`config.mk`:
```
export PLATFORM = sky130hd
export DESIGN_NAME = wisc_execute
export DESIGN_NICKNAME = d
export VERILOG_FILES = /design/src/wisc_pkg.sv /design/src/wisc_execute.sv
export VERILOG_INCLUDE_DIRS = /design/src
export SDC_FILE = /design/constraint.sdc
export NUM_CORES = 1
export LEC_CHECK = 0
export ABC_AREA = 0
export BUFFER_PORTS_ARGS = -buffer_cell sky130_fd_sc_hd__buf_2
export CORE_MARGIN = 3
export CORE_UTILIZATION = 46
export CTS_CLUSTER_SIZE = 14
export DETAILED_ROUTE_END_ITERATION = 8
export PLACE_DENSITY = 0.82
export SLEW_MARGIN = 5
export SYNTH_ARGS = -nofsm -noshare
export SYNTH_HDL_FRONTEND = slang
export SYNTH_SLANG_ARGS = --single-unit
export TNS_END_PERCENT = 10
```
`constraint.sdc`:
```
create_clock -name clk -period 15.5 [get_ports clk]
set_clock_uncertainty 0.1 [all_clocks]
set_input_delay 3.1 -clock clk [delete_from_list [all_inputs] [get_ports clk]]
set_output_delay 3.1 -clock clk [all_outputs]
set_load 0.02 [all_outputs]
```
`src/wisc_params.svh`:
```
// Memory depth and address width macros for the WISC core
`ifndef WISC_PARAMS_SVH
`define WISC_PARAMS_SVH

// Instruction memory
`define WISC_IMEM_DEPTH 256 // Words of program storage
`define WISC_IMEM_AW    8   // Bits of PC used to index it

// Data memory
`define WISC_DMEM_DEPTH 256 // Words of data storage
`define WISC_DMEM_AW    8   // Bits of address used to index it

// Both depths must equal 2**AW so the low address bits
// cover the whole array

`endif

```
`src/wisc_pkg.sv`:
```
// Vector typedefs, opcode/ALU/branch/fetch enums, flag and pipeline register structs
`default_nettype none
`include "wisc_params.svh"

package wisc_pkg;

	typedef logic [15:0] word_t;                     // Data and instruction word
	typedef logic [3:0]  reg_idx_t;                  // Register number
	typedef logic [`WISC_IMEM_AW-1:0] imem_addr_t;   // Program memory index

	typedef enum logic [3:0] {
		OP_ADD, OP_SUB, OP_AND, OP_NOR, OP_XOR, OP_SLL, OP_SRL, OP_SRA,
		OP_LW, OP_SW, OP_LHB, OP_LLB, OP_B, OP_CALL, OP_RET, OP_HLT
	} opcode_t;                                      // Instr[15:12]

	typedef enum logic [2:0] {
		ALU_ADD, ALU_SUB, ALU_AND, ALU_NOR, ALU_XOR, ALU_SLL, ALU_SRL, ALU_SRA
	} alu_op_t;                                      // Same order as first eight opcodes

	typedef enum logic [2:0] {
		BR_NEQ, BR_EQ, BR_GT, BR_LT, BR_GTE, BR_LTE, BR_OVFL, BR_UNCOND
	} br_cond_t;                                     // Instr[11:9] of B

	typedef enum logic [1:0] {
		FETCH_IDLE, FETCH_RUN, FETCH_STOPPED
	} fetch_state_t;                                 // Run control in fetch

	typedef struct packed {
		logic z;                                     // Result zero
		logic n;                                     // Result negative
		logic v;                                     // Signed overflow
	} flags_t;

	typedef struct packed {
		logic  valid;
		word_t instr;
		word_t pc;                                   // Address of instr
	} if_id_t;

	typedef struct packed {
		logic     valid;
		logic     halt;                              // HLT marker
		logic     reg_write;                         // Never set for R0
		logic     mem_read;                          // LW
		logic     mem_write;                         // SW
		logic     alu_src_imm;                       // Operand b from imm
		alu_op_t  alu_op;
		logic     is_branch;
		logic     is_call;
		logic     is_ret;
		br_cond_t br_cond;
		logic     sets_flags;
		word_t    a;                                 // Read port a, R15 on RET
		word_t    b;                                 // Read port b
		word_t    imm;                               // Sign extended or placed
		word_t    store_data;                        // SW data register
		reg_idx_t dst;
		word_t    pc;
	} id_ex_t;

	typedef struct packed {
		logic     valid;
		logic     halt;
		logic     reg_write;
		logic     mem_read;
		logic     mem_write;
		reg_idx_t dst;
		word_t    result;                            // ALU value or address
		word_t    store_data;
	} ex_mem_t;

	typedef struct packed {
		logic     en;
		reg_idx_t idx;
		word_t    data;
	} reg_write_t;                                   // MEM/WB, regfile write, retire

	typedef struct packed {
		logic  strobe;
		word_t addr;
		word_t data;
	} mem_write_t;                                   // Store port

endpackage

`default_nettype wire

```
`src/wisc_execute.sv`:
```
// Execute stage with ALU, flag register, branch test, redirect target and EX/MEM register
`timescale 1ns/1ps
`default_nettype none

module wisc_execute (
	input  wire logic             clk,
	input  wire logic             rst,
	input  wire wisc_pkg::id_ex_t id_ex,
	output wisc_pkg::ex_mem_t     ex_mem,
	output logic                  redirect,     // Taken branch, CALL or RET
	output wisc_pkg::word_t       redirect_pc,
	output wisc_pkg::reg_idx_t    ex_dst,       // For decode hazard test
	output logic                  ex_we
);
	import wisc_pkg::*;

	word_t      op_b;                           // Second ALU operand
	word_t      alu_res;
	word_t      result;                         // Value carried to memory
	word_t      pc_next;                        // PC+1
	logic [3:0] shamt;
	logic       alu_v;
	logic       cond_true;
	flags_t     flags;                          // Last flag-setting result

	assign op_b    = id_ex.alu_src_imm ? id_ex.imm : id_ex.b;
	assign shamt   = id_ex.imm[3:0];
	assign pc_next = id_ex.pc + 16'd1;

	always_comb begin
		alu_v = 1'b0;
		case (id_ex.alu_op)
			ALU_ADD: begin
				alu_res = id_ex.a + op_b;
				alu_v   = (id_ex.a[15] == op_b[15]) && (alu_res[15] != id_ex.a[15]);
			end
			ALU_SUB: begin
				alu_res = id_ex.a - op_b;
				alu_v   = (id_ex.a[15] != op_b[15]) && (alu_res[15] != id_ex.a[15]);
			end
			ALU_AND: alu_res = id_ex.a & op_b;
			ALU_NOR: alu_res = ~(id_ex.a | op_b);
			ALU_XOR: alu_res = id_ex.a ^ op_b;
			// Immediate form is LHB, old low byte kept
			ALU_SLL: alu_res = id_ex.alu_src_imm ? {id_ex.imm[15:8], id_ex.b[7:0]}
			                                     : id_ex.a << shamt;
			// Immediate form is LLB, old high byte kept
			ALU_SRL: alu_res = id_ex.alu_src_imm ? {id_ex.b[15:8], id_ex.imm[7:0]}
			                                     : id_ex.a >> shamt;
			ALU_SRA: alu_res = word_t'($signed(id_ex.a) >>> shamt);
			default: alu_res = id_ex.a;
		endcase
	end

	assign result = id_ex.is_call ? pc_next : alu_res; // CALL links PC+1

	always_comb begin
		case (id_ex.br_cond)
			BR_NEQ:  cond_true = !flags.z;
			BR_EQ:   cond_true = flags.z;
			BR_GT:   cond_true = !flags.z && !flags.n;
			BR_LT:   cond_true = flags.n;
			BR_GTE:  cond_true = !flags.n;
			BR_LTE:  cond_true = flags.n || flags.z;
			BR_OVFL: cond_true = flags.v;
			default: cond_true = 1'b1;              // Unconditional
		endcase
	end

	assign redirect = id_ex.valid &&
		((id_ex.is_branch && cond_true) || id_ex.is_call || id_ex.is_ret);
	assign redirect_pc = id_ex.is_ret ? id_ex.a : pc_next + id_ex.imm;

	assign ex_dst = id_ex.dst;
	assign ex_we  = id_ex.valid && id_ex.reg_write;

	always_ff @(posedge clk) begin
		if (rst) begin
			flags <= '0;
		end else if (id_ex.valid && id_ex.sets_flags) begin
			flags.z <= alu_res == '0;
			flags.n <= alu_res[15];
			flags.v <= alu_v;                       // Zero for logic ops
		end
	end

	always_ff @(posedge clk) begin
		if (rst) begin
			ex_mem.valid <= 1'b0;
		end else begin
			ex_mem.valid      <= id_ex.valid;       // Redirecting instr still proceeds
			ex_mem.halt       <= id_ex.halt;
			ex_mem.reg_write  <= id_ex.reg_write;
			ex_mem.mem_read   <= id_ex.mem_read;
			ex_mem.mem_write  <= id_ex.mem_write;
			ex_mem.dst        <= id_ex.dst;
			ex_mem.result     <= result;
			ex_mem.store_data <= id_ex.store_data;
		end
	end

endmodule

`default_nettype wire

```
Word level (Yosys, flattened, before mapping)
Cells that the tools add are included.

Register bits after elaboration: 44. Latch bits: 0. RAM bits: 0. Memory bits (read-only): 0. Input bits: 102. Output and inout port bits: 63. Word-level logic and storage cells: 62. Memories kept: 0.

$add $sub $neg: 4. Multipliers: 0. Divide/modulo/power cells: 0. Magnitude comparators: 0. Equal/unequal tests: 17. Shift operators: 3. Mux-type cells: 8. Bitwise logic cells: 4. Reductions and logical operators: 15.

Operator list (number): one-hot mux 16 bit (8 select lines) (1); 2-to-1 mux 16 bit (5); adder 16 bit (2); equality test 3 bit, second input constant (7); adder 16 x 1 -> 16 bit, second input constant (1); bitwise AND 16 bit (1); logical NOT 16 bit (1); NOT 16 bit (1); bitwise OR 16 bit (1); << shifter 16 x 4 -> 16 bit (1); >> shifter 16 x 4 -> 16 bit (1); >>> shifter 16 x 4 -> 16 bit (1); subtractor 16 bit (1); XOR 16 bit (1); equality test 3 x 2 -> 1 bit, second input constant (4); logical AND 1 bit (7); one-hot mux 1 bit (7 select lines) (1); equality test 3 x 1 -> 1 bit, second input constant (2); logical NOT 3 bit (2); logical OR 1 bit (3); != test 1 bit (3); logical NOT 1 bit (2); one-hot mux 1 bit (2 select lines) (1); equality test 1 bit (1).

Longest topological paths before layout
Gate-level depths: netlist of run 1.

Depth in word-level cells: 7. Gate-level depth with buffers: 20. Depth with buffers taken out: 16.

Least setup slack after synthesis of run 1
No wires, ideal clock.

Kind: input to output. From: in id_ex[0] (netlist name). To: out redirect_pc[14]. Arrival: 5745 ps. Required time: 12300 ps. Slack: 6555 ps. Stages: 12. Path buffers: 0. Cell sequence: ha_1 fa_1 a21o_1 a21oi_1 o21bai_1 a21oi_1 o21ai_0 a41oi_1 a21oi_1 a21oi_1 xor2_1 o21ai_0.

Word-level cells in the longest chain between the ends: 3.

Ends and longest elaborated chain: start: declaration (line wisc_execute.sv:8) `input wire wisc_pkg::id_ex_t id_ex,`; adder 16 x 1 -> 16 bit (line wisc_execute.sv:28) `assign pc_next = id_ex.pc + 16'd1;`; adder 16 bit (line wisc_execute.sv:72) `assign redirect_pc = id_ex.is_ret ? id_ex.a : pc_next + id_ex.imm;`; 2-to-1 mux 16 bit (line wisc_execute.sv:72); end: declaration (line wisc_execute.sv:11) `output wisc_pkg::word_t redirect_pc,`.

Every way passes these cells.

Final worst setup path of run 1
From: in id_ex[36] (netlist name). To: out redirect_pc[14].

Word-level cells in the longest chain between the ends: 2.

Ends and longest elaborated chain (line): adder 16 bit (wisc_execute.sv:72); 2-to-1 mux 16 bit (wisc_execute.sv:72).

Every way passes these cells.

==> results of run 1 <==
[routing by layer]
metal  vias up  wire length (µm)  GRT usage
li1       3684                 -          -
met1      3721             10970     0.4004
met2       497             12210     0.4795
met3        81              2678    0.05916
met4         0              1028    0.09802
met5         -                 0          0
[metrics by stage]
stage	setup slack [ns]	cells	hold WS (ns)	cell area [µm²]
3_3_place_gp	5.993	1254	0.3737	8134
2_1_floorplan	6.555	936	0.3563	7289
5_1_grt	5.520	1262	0.4301	8283
6_report	5.931	1262	0.3927	8283
3_5_place_dp	5.946	1254	0.3781	8134
4_1_cts	5.939	1262	0.3928	8283
[tightest hold or removal path: stages (launching register included)]
cell and delay (ns):
sky130_fd_sc_hd__dfxtp_1 0.33, sky130_fd_sc_hd__a21oi_1 0.06, sky130_fd_sc_hd__nor2_1 0.07
[logic make-up (layout without fill, tap and decap cells)]
family	count (synthesis)	after routing	synth area share
AOI/OAI and AO/OA	278	278	0.2521
and+or+nand+nor	309	309	0.2058
buffers and inverters	133	248	0.07570
muxes	67	67	0.1268
DFF	44	44	0.1758
adders and majority gates	67	67	0.1181
xor gates and xnor gates	38	38	0.04566
[power breakdown]
part | switching (mW) | total (mW) | leakage, nW | internal [mW]
logic | 0.187 | 0.294 | 3.22 | 0.107
registers | 0.00236 | 0.144 | 0.424 | 0.142
clock network | 0.0447 | 0.105 | 0.0660 | 0.0599
total | 0.234 | 0.543 | 3.71 | 0.309
[worst min-delay path by stage]
stage	slack, ns	cells past startpoint	from	end
final	0.39	2	flags[0]$_SDFFE_PP0P_	flags[0]$_SDFFE_PP0P_
after global routing	0.43	2	flags[1]$_SDFFE_PP0P_	flags[1]$_SDFFE_PP0P_
after CTS	0.39	2	flags[0]$_SDFFE_PP0P_	flags[0]$_SDFFE_PP0P_
after detailed placement	0.38	2	flags[0]$_SDFFE_PP0P_	flags[0]$_SDFFE_PP0P_
after global placement	0.37	2	flags[0]$_SDFFE_PP0P_	flags[0]$_SDFFE_PP0P_
after floorplan	0.36	2	flags[1]$_SDFFE_PP0P_	flags[1]$_SDFFE_PP0P_
[final cells by class]
| cell class | instances | share of cell area |
|---|---|---|
| Multi-Input combinational cell | 759 | 0.6588 |
| Sequential cell | 44 | 0.1547 |
| Timing Repair Buffer | 171 | 0.1054 |
| Tap cell | 211 | 0.03187 |
| Inverter | 69 | 0.03127 |
| Clock buffer | 5 | 0.01511 |
| Clock inverter | 3 | 0.002870 |
[state kept, by name, indices dropped and copies added, names as in the netlist]
register / count
flags: 3
ex_mem: 41
[synthesized netlist by cell type, types with 15 or more instances]
cell type	count	area [µm²]
sky130_fd_sc_hd__edfxtp_1	40	1201
sky130_fd_sc_hd__xnor2_1	21	183.9
sky130_fd_sc_hd__mux2i_1	38	380.4
sky130_fd_sc_hd__nand3_1	28	140.1
sky130_fd_sc_hd__a21oi_1	68	340.3
sky130_fd_sc_hd__ha_1	64	800.8
sky130_fd_sc_hd__o21ai_0	55	275.3
sky130_fd_sc_hd__nand2_1	91	341.6
sky130_fd_sc_hd__and3_1	15	93.84
sky130_fd_sc_hd__a211oi_1	18	135.1
sky130_fd_sc_hd__a21o_1	15	112.6
sky130_fd_sc_hd__mux4_2	15	337.8
sky130_fd_sc_hd__xor2_1	17	148.9
sky130_fd_sc_hd__inv_1	69	259.0
sky130_fd_sc_hd__nor3_1	18	90.09
sky130_fd_sc_hd__nor2_1	75	281.5
sky130_fd_sc_hd__nand2b_1	17	106.4
sky130_fd_sc_hd__clkbuf_1	39	146.4
sky130_fd_sc_hd__o22ai_1	15	93.84
==> results.json, run 1 <==
{
  "vias_per_cell": 6.326,
  "cts.clk_slew.worst_paths_ns": 0.07,
  "first_global_vias": 7426,
  "post_route_cells_drive_above_1_share": 0.2017,
  "multiInputGateArea_um2": 5456,
  "finalWeightedCongestion": 1.025,
  "mappedNetlistArea_um2": 7289,
  "synth.avg_cell_area_um2": 7.788,
  "cts_tree": "built",
  "die_area_um2": 17390,
  "io_buffers": 164,
  "area_delta_synth_final_pct": 13.63,
  "synth_edf_count": 40,
  "drt_pre_antenna_iters": 5,
  "postRouteAntennaNets": 0,
  "cpMaxStageDelayCell": "sky130_fd_sc_hd__fa_1",
  "worst_path_bufs_invs": 3,
  "max_slew.worst_pin.slew_ns": 0.9983,
  "core_region_area_um2": 15370,
  "critical_path_required_ns": 12.30,
  "timing.fmax_ghz": 0.1045,
  "worstReg2RegStart": "flags[1]$_SDFFE_PP0P_",
  "rrSetupSlack_ns": 14.75,
  "r2r-end": "flags[1]$_SDFFE_PP0P_",
  "grt_overflow": 0,
  "dp_hpwl_mm": 20.95,
  "crit_end": "redirect_pc[14]",
  "leading_cell_types_in_the_layout_fill_and_taps_excluded": "164 x sky130_fd_sc_hd__buf_2, 91 x sky130_fd_sc_hd__nand2_1, 75 x sky130_fd_sc_hd__nor2_1, 69 x sky130_fd_sc_hd__inv_1, 68 x sky130_fd_sc_hd__a21oi_1",
  "avgRoutedWirePerCell_um": 21.30,
  "wire_length_of_the_first_global_routing_pass_mm": 41.73,
  "critical_path.endpoint_type": "output pin",
  "worstPathArrival_ns": 6.37,
  "antenna_found_initial": 0,
  "finalCritPeriodShare": 0.6173,
  "top_level_ports": 165,
  "critical_path.top_delay_family": "compound AO/OA/AOI/OAI gates",
  "max_cap_viol_count": 0,
  "clk_latency_ns": 0.29,
  "ys_types": 80,
  "finalHoldViolations": 0,
  "wirelength_mm": 26.88,
  "peakVddDrop_mv": 0.04425,
  "yosys_register_bits": 44,
  "final_common_cell": "sky130_fd_sc_hd__buf_2",
  "initial_utilization": 0.4742,
  "cts_repair_resize_count": 0,
  "p_leak_nw": 3.708,
  "cts_hold_buf": 0,
  "net_total_in_the_final_layout": 1219,
  "critical-path-top-cell-by-count": "sky130_fd_sc_hd__a21oi_1",
  "synth_fp_nets": 1105,
  "timing.slew.headroom": 0.3294,
  "critical_path_class": "in -> out",
  "floorplan.rows": 45,
  "crit_path_cell_trace": "buf_2 > buf_4 > ha_1 > fa_1 > a21o_1 > a21oi_1 > o21bai_1 > a21oi_1 > o21ai_0 > a41oi_1 > a21oi_1 > a21oi_1 > xor2_1 > o21ai_0 > buf_2",
  "grt_setup_unrepaired": "false",
  "cts_buffer_depth": 2,
  "cts_made_buffers": 5,
  "largest_net_degree_at_the_start_of_global_routing": 59,
  "cts_htree_levels": 2,
  "drc": 0,
  "final_core_utilization": 0.5389,
  "grt_util_all_layers": 0.2973,
  "floorplan.die.width_um": 131.9,
  "p_total_mw": 0.5426,
  "num-fill-cells": 1450,
  "hold_class": "reg -> reg",
  "synth_async_sr_flop_share": 0,
  "run_status": "finished clean",
  "worstSetupStartpointType": "primary input",
  "largest_driver_fanout_on_the_critical_path": 43,
  "netlist_instances": 936,
  "vias": 7983,
  "finalSetupViolations": 0,
  "cp_launch_point": "id_ex[36]",
  "worst-r2r-cell-count": 2,
  "final_slew_violations": 0,
  "cts_sinks": 44,
  "antenna_cells": 0,
  "cp.depth": 15,
  "totalNegativeSetupSlack_ns": 0,
  "p_per_area_nw_per_um2": 65.51,
  "fp.dieH_um": 131.9,
  "synth.yosys.warnings": 0,
  "critical-path-max-stage-delay_ns": 0.43,
  "cts_root_buf": "sky130_fd_sc_hd__clkbuf_16",
  "post_cts.repair.setup_buffers": 0,
  "final-seq-area_um2": 1281,
  "timing.final.crit_period_ns": 9.569,
  "synth-main-ff-cell": "sky130_fd_sc_hd__edfxtp_1",
  "seq_area_frac_synth": 0.1758,
  "detail_route.iter0.violations": 1097
}
Note: power is estimated with default switching activity, not from simulation.
==> run 2, diff against run 1 <==
PLACE_DENSITY = 0.84   (was 0.82)
clock period = 8.8 ns   (was 15.5 ns; I/O delays follow)
==> run 2 against run 1 <==
  * Sequential cell count unchanged
  * Final cell count unchanged
  * Sequential power up 76%
  * Register-to-register slack worse by 6.7 ns
  * Routed wire length up 2.8%
  * Cell area up 0.27%
  * Clock power up 110%
  * Hold slack better by 0.0068 ns
  * First-iteration DRC count down 10%
  * Critical endpoint unchanged
==> results.json, run 2 (same netlist as run 1, synthesis figures left out) <==
{
  "peakVddDrop_mv": 0.08845,
  "totalNegativeSetupSlack_ns": 0,
  "post_cts.repair.setup_buffers": 0,
  "detail_route.iter0.violations": 983,
  "r2r-end": "flags[1]$_SDFFE_PP0P_",
  "avgRoutedWirePerCell_um": 21.89,
  "worst-r2r-cell-count": 2,
  "critical_path_required_ns": 6.94,
  "grt_util_all_layers": 0.3057,
  "hold_class": "reg -> reg",
  "part_of_the_power_in_the_clock_network": 0.220,
  "grt.met1_usage": 0.4297,
  "leading_cell_types_in_the_layout_fill_and_taps_excluded": "164 x sky130_fd_sc_hd__buf_2, 91 x sky130_fd_sc_hd__nand2_1, 75 x sky130_fd_sc_hd__nor2_1, 69 x sky130_fd_sc_hd__inv_1, 68 x sky130_fd_sc_hd__a21oi_1",
  "p_leak_nw": 3.722,
  "sw_frac_of_total": 0.4228,
  "timing.slew.headroom": 0.06394,
  "p_sw_mw": 0.4203,
  "cts_made_buffers": 5,
  "cts_sinks": 44,
  "area_delta_synth_final_pct": 13.94,
  "rrSetupSlack_ns": 8.06,
  "finalWeightedCongestion": 0.9796,
  "cts_repair_resize_count": 0,
  "floorplan.rows": 45,
  "antenna_cells": 0,
  "vias_per_cell": 6.340,
  "first_global_vias": 7447,
  "final_common_cell": "sky130_fd_sc_hd__buf_2",
  "critical_path.endpoint_type": "output pin",
  "finalSetupViolations": 0,
  "io_buffers": 164,
  "largest_driver_fanout_on_the_critical_path": 5,
  "postRouteAntennaNets": 0,
  "timing.fmax_ghz": 0.1483,
  "wire_length_of_the_first_global_routing_pass_mm": 42.71,
  "largest_net_degree_at_the_start_of_global_routing": 59,
  "core_region_area_um2": 15370,
  "final_slew_violations": 0,
  "cts_tree": "built",
  "dp_hpwl_mm": 21.42,
  "run_status": "finished clean",
  "p_total_mw": 0.9941,
  "dpl_cell_area_um2": 8134,
  "post_route_cells_drive_above_1_share": 0.2017,
  "fin_area_um2": 8305,
  "met2_capacity_usage_during_global_routing": 0.4792,
  "worstPathArrival_ns": 4.89,
  "p_per_area_nw_per_um2": 119.7,
  "combPwrFrac": 0.524,
  "finalCritPeriodShare": 0.7665,
  "initial_utilization": 0.4742,
  "wirelength_mm": 27.63,
  "vias": 8001,
  "floorplan.die.width_um": 131.9,
  "cts_htree_levels": 2,
  "cts_buffer_depth": 2,
  "worstReg2RegStart": "flags[1]$_SDFFE_PP0P_",
  "max_flop_register": "ex_mem",
  "number_of_cells_on_the_worst_hold_path": 2,
  "sequential_power_share": 0.256,
  "groute.layer.met3.usage": 0.05763,
  "top_level_ports": 165,
  "max_slew.worst_pin.slew_ns": 1.391,
  "timing.final.crit_period_ns": 6.745,
  "cts_root_buf": "sky130_fd_sc_hd__clkbuf_16",
  "layout_top_registers": "ex_mem (41), flags (3)",
  "cts_hold_buf": 0,
  "grt_setup_unrepaired": "false",
  "antenna_found_initial": 0,
  "grt_overflow": 0,
  "clk_latency_ns": 0.29,
  "min_from": "flags[1]$_SDFFE_PP0P_",
  "fp.dieH_um": 131.9,
  "worstSetupStartpointType": "primary input",
  "cellInternalPower_mw": 0.5738,
  "finalHoldViolations": 0,
  "drc": 0,
  "cts.clk_slew.worst_paths_ns": 0.07,
  "min_to": "flags[1]$_SDFFE_PP0P_",
  "grt_most_used_layer": "met2",
  "net_total_in_the_final_layout": 1219,
  "die_area_um2": 17390,
  "max_cap_viol_count": 0,
  "drt_pre_antenna_iters": 5,
  "critical_path_class": "in -> out",
  "largest_register_ffs": 41
}
run 2: how the worst max path moves through the flow:
stage,startpoint,slack (ns),endpoint
3_3_place_gp,id_ex[0],2.20,redirect_pc[14]
2_1_floorplan,id_ex[94],2.28,ex_mem[28]$_DFFE_PN_
3_5_place_dp,id_ex[0],2.12,redirect_pc[14]
6_report,id_ex[0],2.05,redirect_pc[14]
5_1_grt,id_ex[0],1.78,redirect_pc[12]
4_1_cts,id_ex[0],2.09,redirect_pc[14]
run 2: routing by layer:
metal / vias to the layer above / part of all wire
met5: - / 0
met4: 0 / 0.034
met3: 61 / 0.093
met2: 451 / 0.45
met1: 3794 / 0.42
li1: 3695 / -
run 2: layout make-up:
type / count / area, µm²
fillers: 1469 / 7066
multi-input cells: 759 / 5456
flip-flops and latches: 44 / 1281
repair buffers: 171 / 873.3
well taps: 211 / 264.0
inverters: 69 / 259.0
clock buffers: 5 / 125.1
clock inverters: 3 / 46.29
run 2: worst max-delay path: stages:
cell	delay, ns
sky130_fd_sc_hd__buf_2	0.13
sky130_fd_sc_hd__ha_1	0.25
sky130_fd_sc_hd__xor2_1	0.22
sky130_fd_sc_hd__ha_1	0.31
sky130_fd_sc_hd__a21o_1	0.20
sky130_fd_sc_hd__a21oi_1	0.22
sky130_fd_sc_hd__o21bai_1	0.09
sky130_fd_sc_hd__a21oi_1	0.26
sky130_fd_sc_hd__o21ai_0	0.24
sky130_fd_sc_hd__a41oi_1	0.45
sky130_fd_sc_hd__a21oi_1	0.12
sky130_fd_sc_hd__a21oi_1	0.18
sky130_fd_sc_hd__xor2_1	0.16
sky130_fd_sc_hd__o21ai_0	0.09
sky130_fd_sc_hd__buf_2	0.18
run 2: power groups by stage:
stage               clock, mW  sequential [mW]  combinational, mW
finish                  0.219            0.254              0.520
CTS                     0.222            0.255              0.508
global placement            0            0.258              0.499
detailed placement          0            0.259              0.505
global route            0.230            0.256              0.560
floorplan                   0            0.284              0.318
run 2: per-stage QoR:
step,utilization,setup slack [ns],cells,hold WS (ns)
after floorplan,-,2.280,936,0.3563
after global placement,0.5292,2.203,1254,0.3741
after detailed placement,0.5292,2.122,1254,0.3831
after CTS,0.5403,2.094,1262,0.3994
after global routing,0.5403,1.777,1262,0.4352
final,0.5403,2.055,1262,0.3995
==> run 3, diff against run 2 <==
ABC_AREA = 1   (was 0)
clock period = 6.2 ns   (was 8.8 ns; I/O delays follow)
==> run 3 against run 2 <==
  * Routed wire length grew 17%
  * Largest cell class unchanged
  * Cell area grew 1.2%
  * Count of clock-buffer cells in the layout is the same
  * Total power grew 41%
  * Final cell count grew 28%
  * Register-to-register slack lost 2.6 ns
  * First-iteration DRC count grew 18%
==> results.json, run 3 <==
{
  "clk_latency_ns": 0.29,
  "max_slew.worst_pin.slew_ns": 1.216,
  "synth-main-ff-cell": "sky130_fd_sc_hd__edfxtp_1",
  "grt_setup_unrepaired": "false",
  "mappedNetlistArea_um2": 7365,
  "placed_cells": 1611,
  "seq_area_frac_synth": 0.1740,
  "cts_sinks": 44,
  "max_flop_register": "ex_mem",
  "drt_pre_antenna_iters": 6,
  "final_slew_violations": 0,
  "initial_utilization": 0.4774,
  "yosys-top-cells-count": "431 x sky130_fd_sc_hd__nand2_1, 193 x sky130_fd_sc_hd__nand3_1, 138 x sky130_fd_sc_hd__inv_1",
  "layout_top_registers": "ex_mem (41), flags (3)",
  "synth_top_cells_by_area": "sky130_fd_sc_hd__nand2_1 22%, sky130_fd_sc_hd__edfxtp_1 16%, sky130_fd_sc_hd__nand3_1 13%, sky130_fd_sc_hd__ha_1 11%, sky130_fd_sc_hd__inv_1 7.0%",
  "postRouteAntennaNets": 0,
  "wirelength_mm": 32.24,
  "cts_root_buf": "sky130_fd_sc_hd__clkbuf_16",
  "vias_per_cell": 5.739,
  "core_region_area_um2": 15430,
  "wire_length_of_the_first_global_routing_pass_mm": 48.37,
  "finalSetupViolations": 0,
  "critical_path_class": "in -> out",
  "floorplan.die.width_um": 132.5,
  "ys_types": 46,
  "worstSetupStartpointType": "primary input",
  "cts_repair_resize_count": 0,
  "fin_area_um2": 8406,
  "cts_htree_levels": 2,
  "finalWeightedCongestion": 1.050,
  "critical_path_required_ns": 4.86,
  "largest_register_ffs": 41,
  "io_buffers": 164,
  "first_global_vias": 8453,
  "grt_overflow": 0,
  "cts_made_buffers": 5,
  "p_leak_nw": 4.549,
  "timing.fmax_ghz": 0.1777,
  "p_per_area_nw_per_um2": 166.8,
  "final_common_cell": "sky130_fd_sc_hd__nand2_1",
  "run_status": "finished clean",
  "critical_path.endpoint_type": "output pin",
  "post_route_cells_drive_above_1_share": 0.1499,
  "fp.dieH_um": 132.5,
  "totalNegativeSetupSlack_ns": 0,
  "synth.top_cell.area_share": 0.2197,
  "vias": 9291,
  "synth_most_common_cell": "sky130_fd_sc_hd__nand2_1",
  "worstPathArrival_ns": 4.29,
  "largest_net_degree_at_the_start_of_global_routing": 39,
  "number_of_cells_on_the_worst_hold_path": 2,
  "finalHoldViolations": 0,
  "avgRoutedWirePerCell_um": 19.91,
  "final_core_utilization": 0.5449,
  "net_total_in_the_final_layout": 1576,
  "cts_tree": "built",
  "antenna_found_initial": 0,
  "detail_route.iter0.violations": 1163,
  "timing.final.crit_period_ns": 5.629,
  "final_cells": 1619,
  "synth.yosys.warnings": 0,
  "dp_hpwl_mm": 26.69,
  "hold_class": "reg -> reg",
  "synth.avg_cell_area_um2": 5.758,
  "yosys_register_bits": 44,
  "cts_buffer_depth": 2,
  "grt_util_all_layers": 0.3520,
  "cts.clk_slew.worst_paths_ns": 0.06,
  "antenna_cells": 0,
  "peakVddDrop_mv": 0.1264,
  "netlist.top_cell.by_area": "sky130_fd_sc_hd__nand2_1",
  "post_cts.repair.setup_buffers": 0,
  "dpl_cell_area_um2": 8234,
  "leading_cell_types_in_the_layout_fill_and_taps_excluded": "431 x sky130_fd_sc_hd__nand2_1, 193 x sky130_fd_sc_hd__nand3_1, 164 x sky130_fd_sc_hd__buf_2, 138 x sky130_fd_sc_hd__inv_1, 101 x sky130_fd_sc_hd__nor2_1",
  "synth_async_sr_flop_share": 0,
  "timing.slew.headroom": 0.1860,
  "max_cap_viol_count": 0,
  "cts_hold_buf": 0,
  "netlist_instances": 1279,
  "largest_driver_fanout_on_the_critical_path": 4,
  "area_delta_synth_final_pct": 14.14,
  "floorplan.rows": 45,
  "worst-r2r-cell-count": 2,
  "drc": 0,
  "synth_edf_count": 40,
  "top_level_ports": 165,
  "p_total_mw": 1.402,
  "finalCritPeriodShare": 0.9079,
  "die_area_um2": 17560,
  "synth_fp_nets": 1448
}
-- run 3: cell types whose count changed in the layout (fill, tap and decap cells not counted), moves of 13 or more --
cell                       delta
sky130_fd_sc_hd__mux2i_1     -37
sky130_fd_sc_hd__nor2b_1     -13
sky130_fd_sc_hd__and3_1      -15
sky130_fd_sc_hd__nand2b_1    -17
sky130_fd_sc_hd__inv_1       +69
sky130_fd_sc_hd__a211oi_1    -18
sky130_fd_sc_hd__xnor2_1     -16
sky130_fd_sc_hd__nand2_1    +340
sky130_fd_sc_hd__mux4_2      -15
sky130_fd_sc_hd__o21ai_0     +19
sky130_fd_sc_hd__nand3_1    +165
sky130_fd_sc_hd__nor2_1      +26
-- run 3: per-layer routing --
metal,global-route usage,part of all wire,vias up
li1,-,-,4446
met1,0.5018,0.43,4305
met2,0.5199,0.43,480
met3,0.08175,0.10,60
met4,0.1259,0.039,0
met5,0,0,-
-- run 3: critical path, cell delays in order --
cell	delay, ns
sky130_fd_sc_hd__buf_2	0.11
sky130_fd_sc_hd__ha_1	0.18
sky130_fd_sc_hd__nand3_1	0.11
sky130_fd_sc_hd__inv_1	0.09
sky130_fd_sc_hd__nand2_1	0.08
sky130_fd_sc_hd__nor2_1	0.18
sky130_fd_sc_hd__nand2_1	0.11
sky130_fd_sc_hd__nor2_1	0.20
sky130_fd_sc_hd__nand3_1	0.20
sky130_fd_sc_hd__nor2_1	0.13
sky130_fd_sc_hd__nand2_1	0.07
sky130_fd_sc_hd__xnor2_1	0.20
sky130_fd_sc_hd__ha_1	0.31
sky130_fd_sc_hd__nand2_1	0.08
sky130_fd_sc_hd__inv_1	0.05
sky130_fd_sc_hd__a221o_1	0.31
sky130_fd_sc_hd__a31o_2	0.22
sky130_fd_sc_hd__nand3_1	0.08
sky130_fd_sc_hd__nand3_1	0.08
sky130_fd_sc_hd__nand2_1	0.09
sky130_fd_sc_hd__buf_2	0.16
-- run 3: stage by stage --
step	setup slack (ns)	hold slack, ns
after global routing	0.2030	0.4135
after CTS	0.6177	0.3818
after detailed placement	0.7538	0.3713
after floorplan	1.249	0.3508
final	0.5710	0.3866
after global placement	0.8088	0.3695
-- run 3: layout make-up --
type	instances	area (µm²)
Multi-Input combinational cell	1037	5258
Tap cell	211	264.0
Clock inverter	3	46.29
Clock buffer	5	125.1
Inverter	148	558.0
Fill cell	1660	7022
Timing Repair Buffer	171	873.3
Sequential cell	44	1281
-- run 3: path summary, 6_finish.rpt --
check             slack [ns]                     to                  start
hold reg to reg         0.39  flags[2]$_SDFFE_PP0P_  flags[2]$_SDFFE_PP0P_
hold / removal          0.39  flags[2]$_SDFFE_PP0P_  flags[2]$_SDFFE_PP0P_
setup / recovery        0.57        redirect_pc[15]               id_ex[0]
setup reg to reg        5.44  flags[1]$_SDFFE_PP0P_  flags[1]$_SDFFE_PP0P_
-- run 3: kinds of logic (layout without fill, tap and decap cells) --
family,after synthesis,count (layout),synth area share
simple gates,777,777,0.4484
buf+inv,198,327,0.1121
compound gates,179,179,0.1318
fa+ha+maj,67,67,0.1169
flops,44,44,0.1740
xor+xnor,13,13,0.01546
mux,1,1,0.001359
-- run 3: where the power goes --
| part | total (mW) | switching (mW) | internal [mW] |
|---|---|---|---|
| Combinational | 0.730 | 0.510 | 0.220 |
| Clock | 0.311 | 0.120 | 0.192 |
| Sequential | 0.362 | 0.00692 | 0.355 |
| Total | 1.40 | 0.637 | 0.766 |
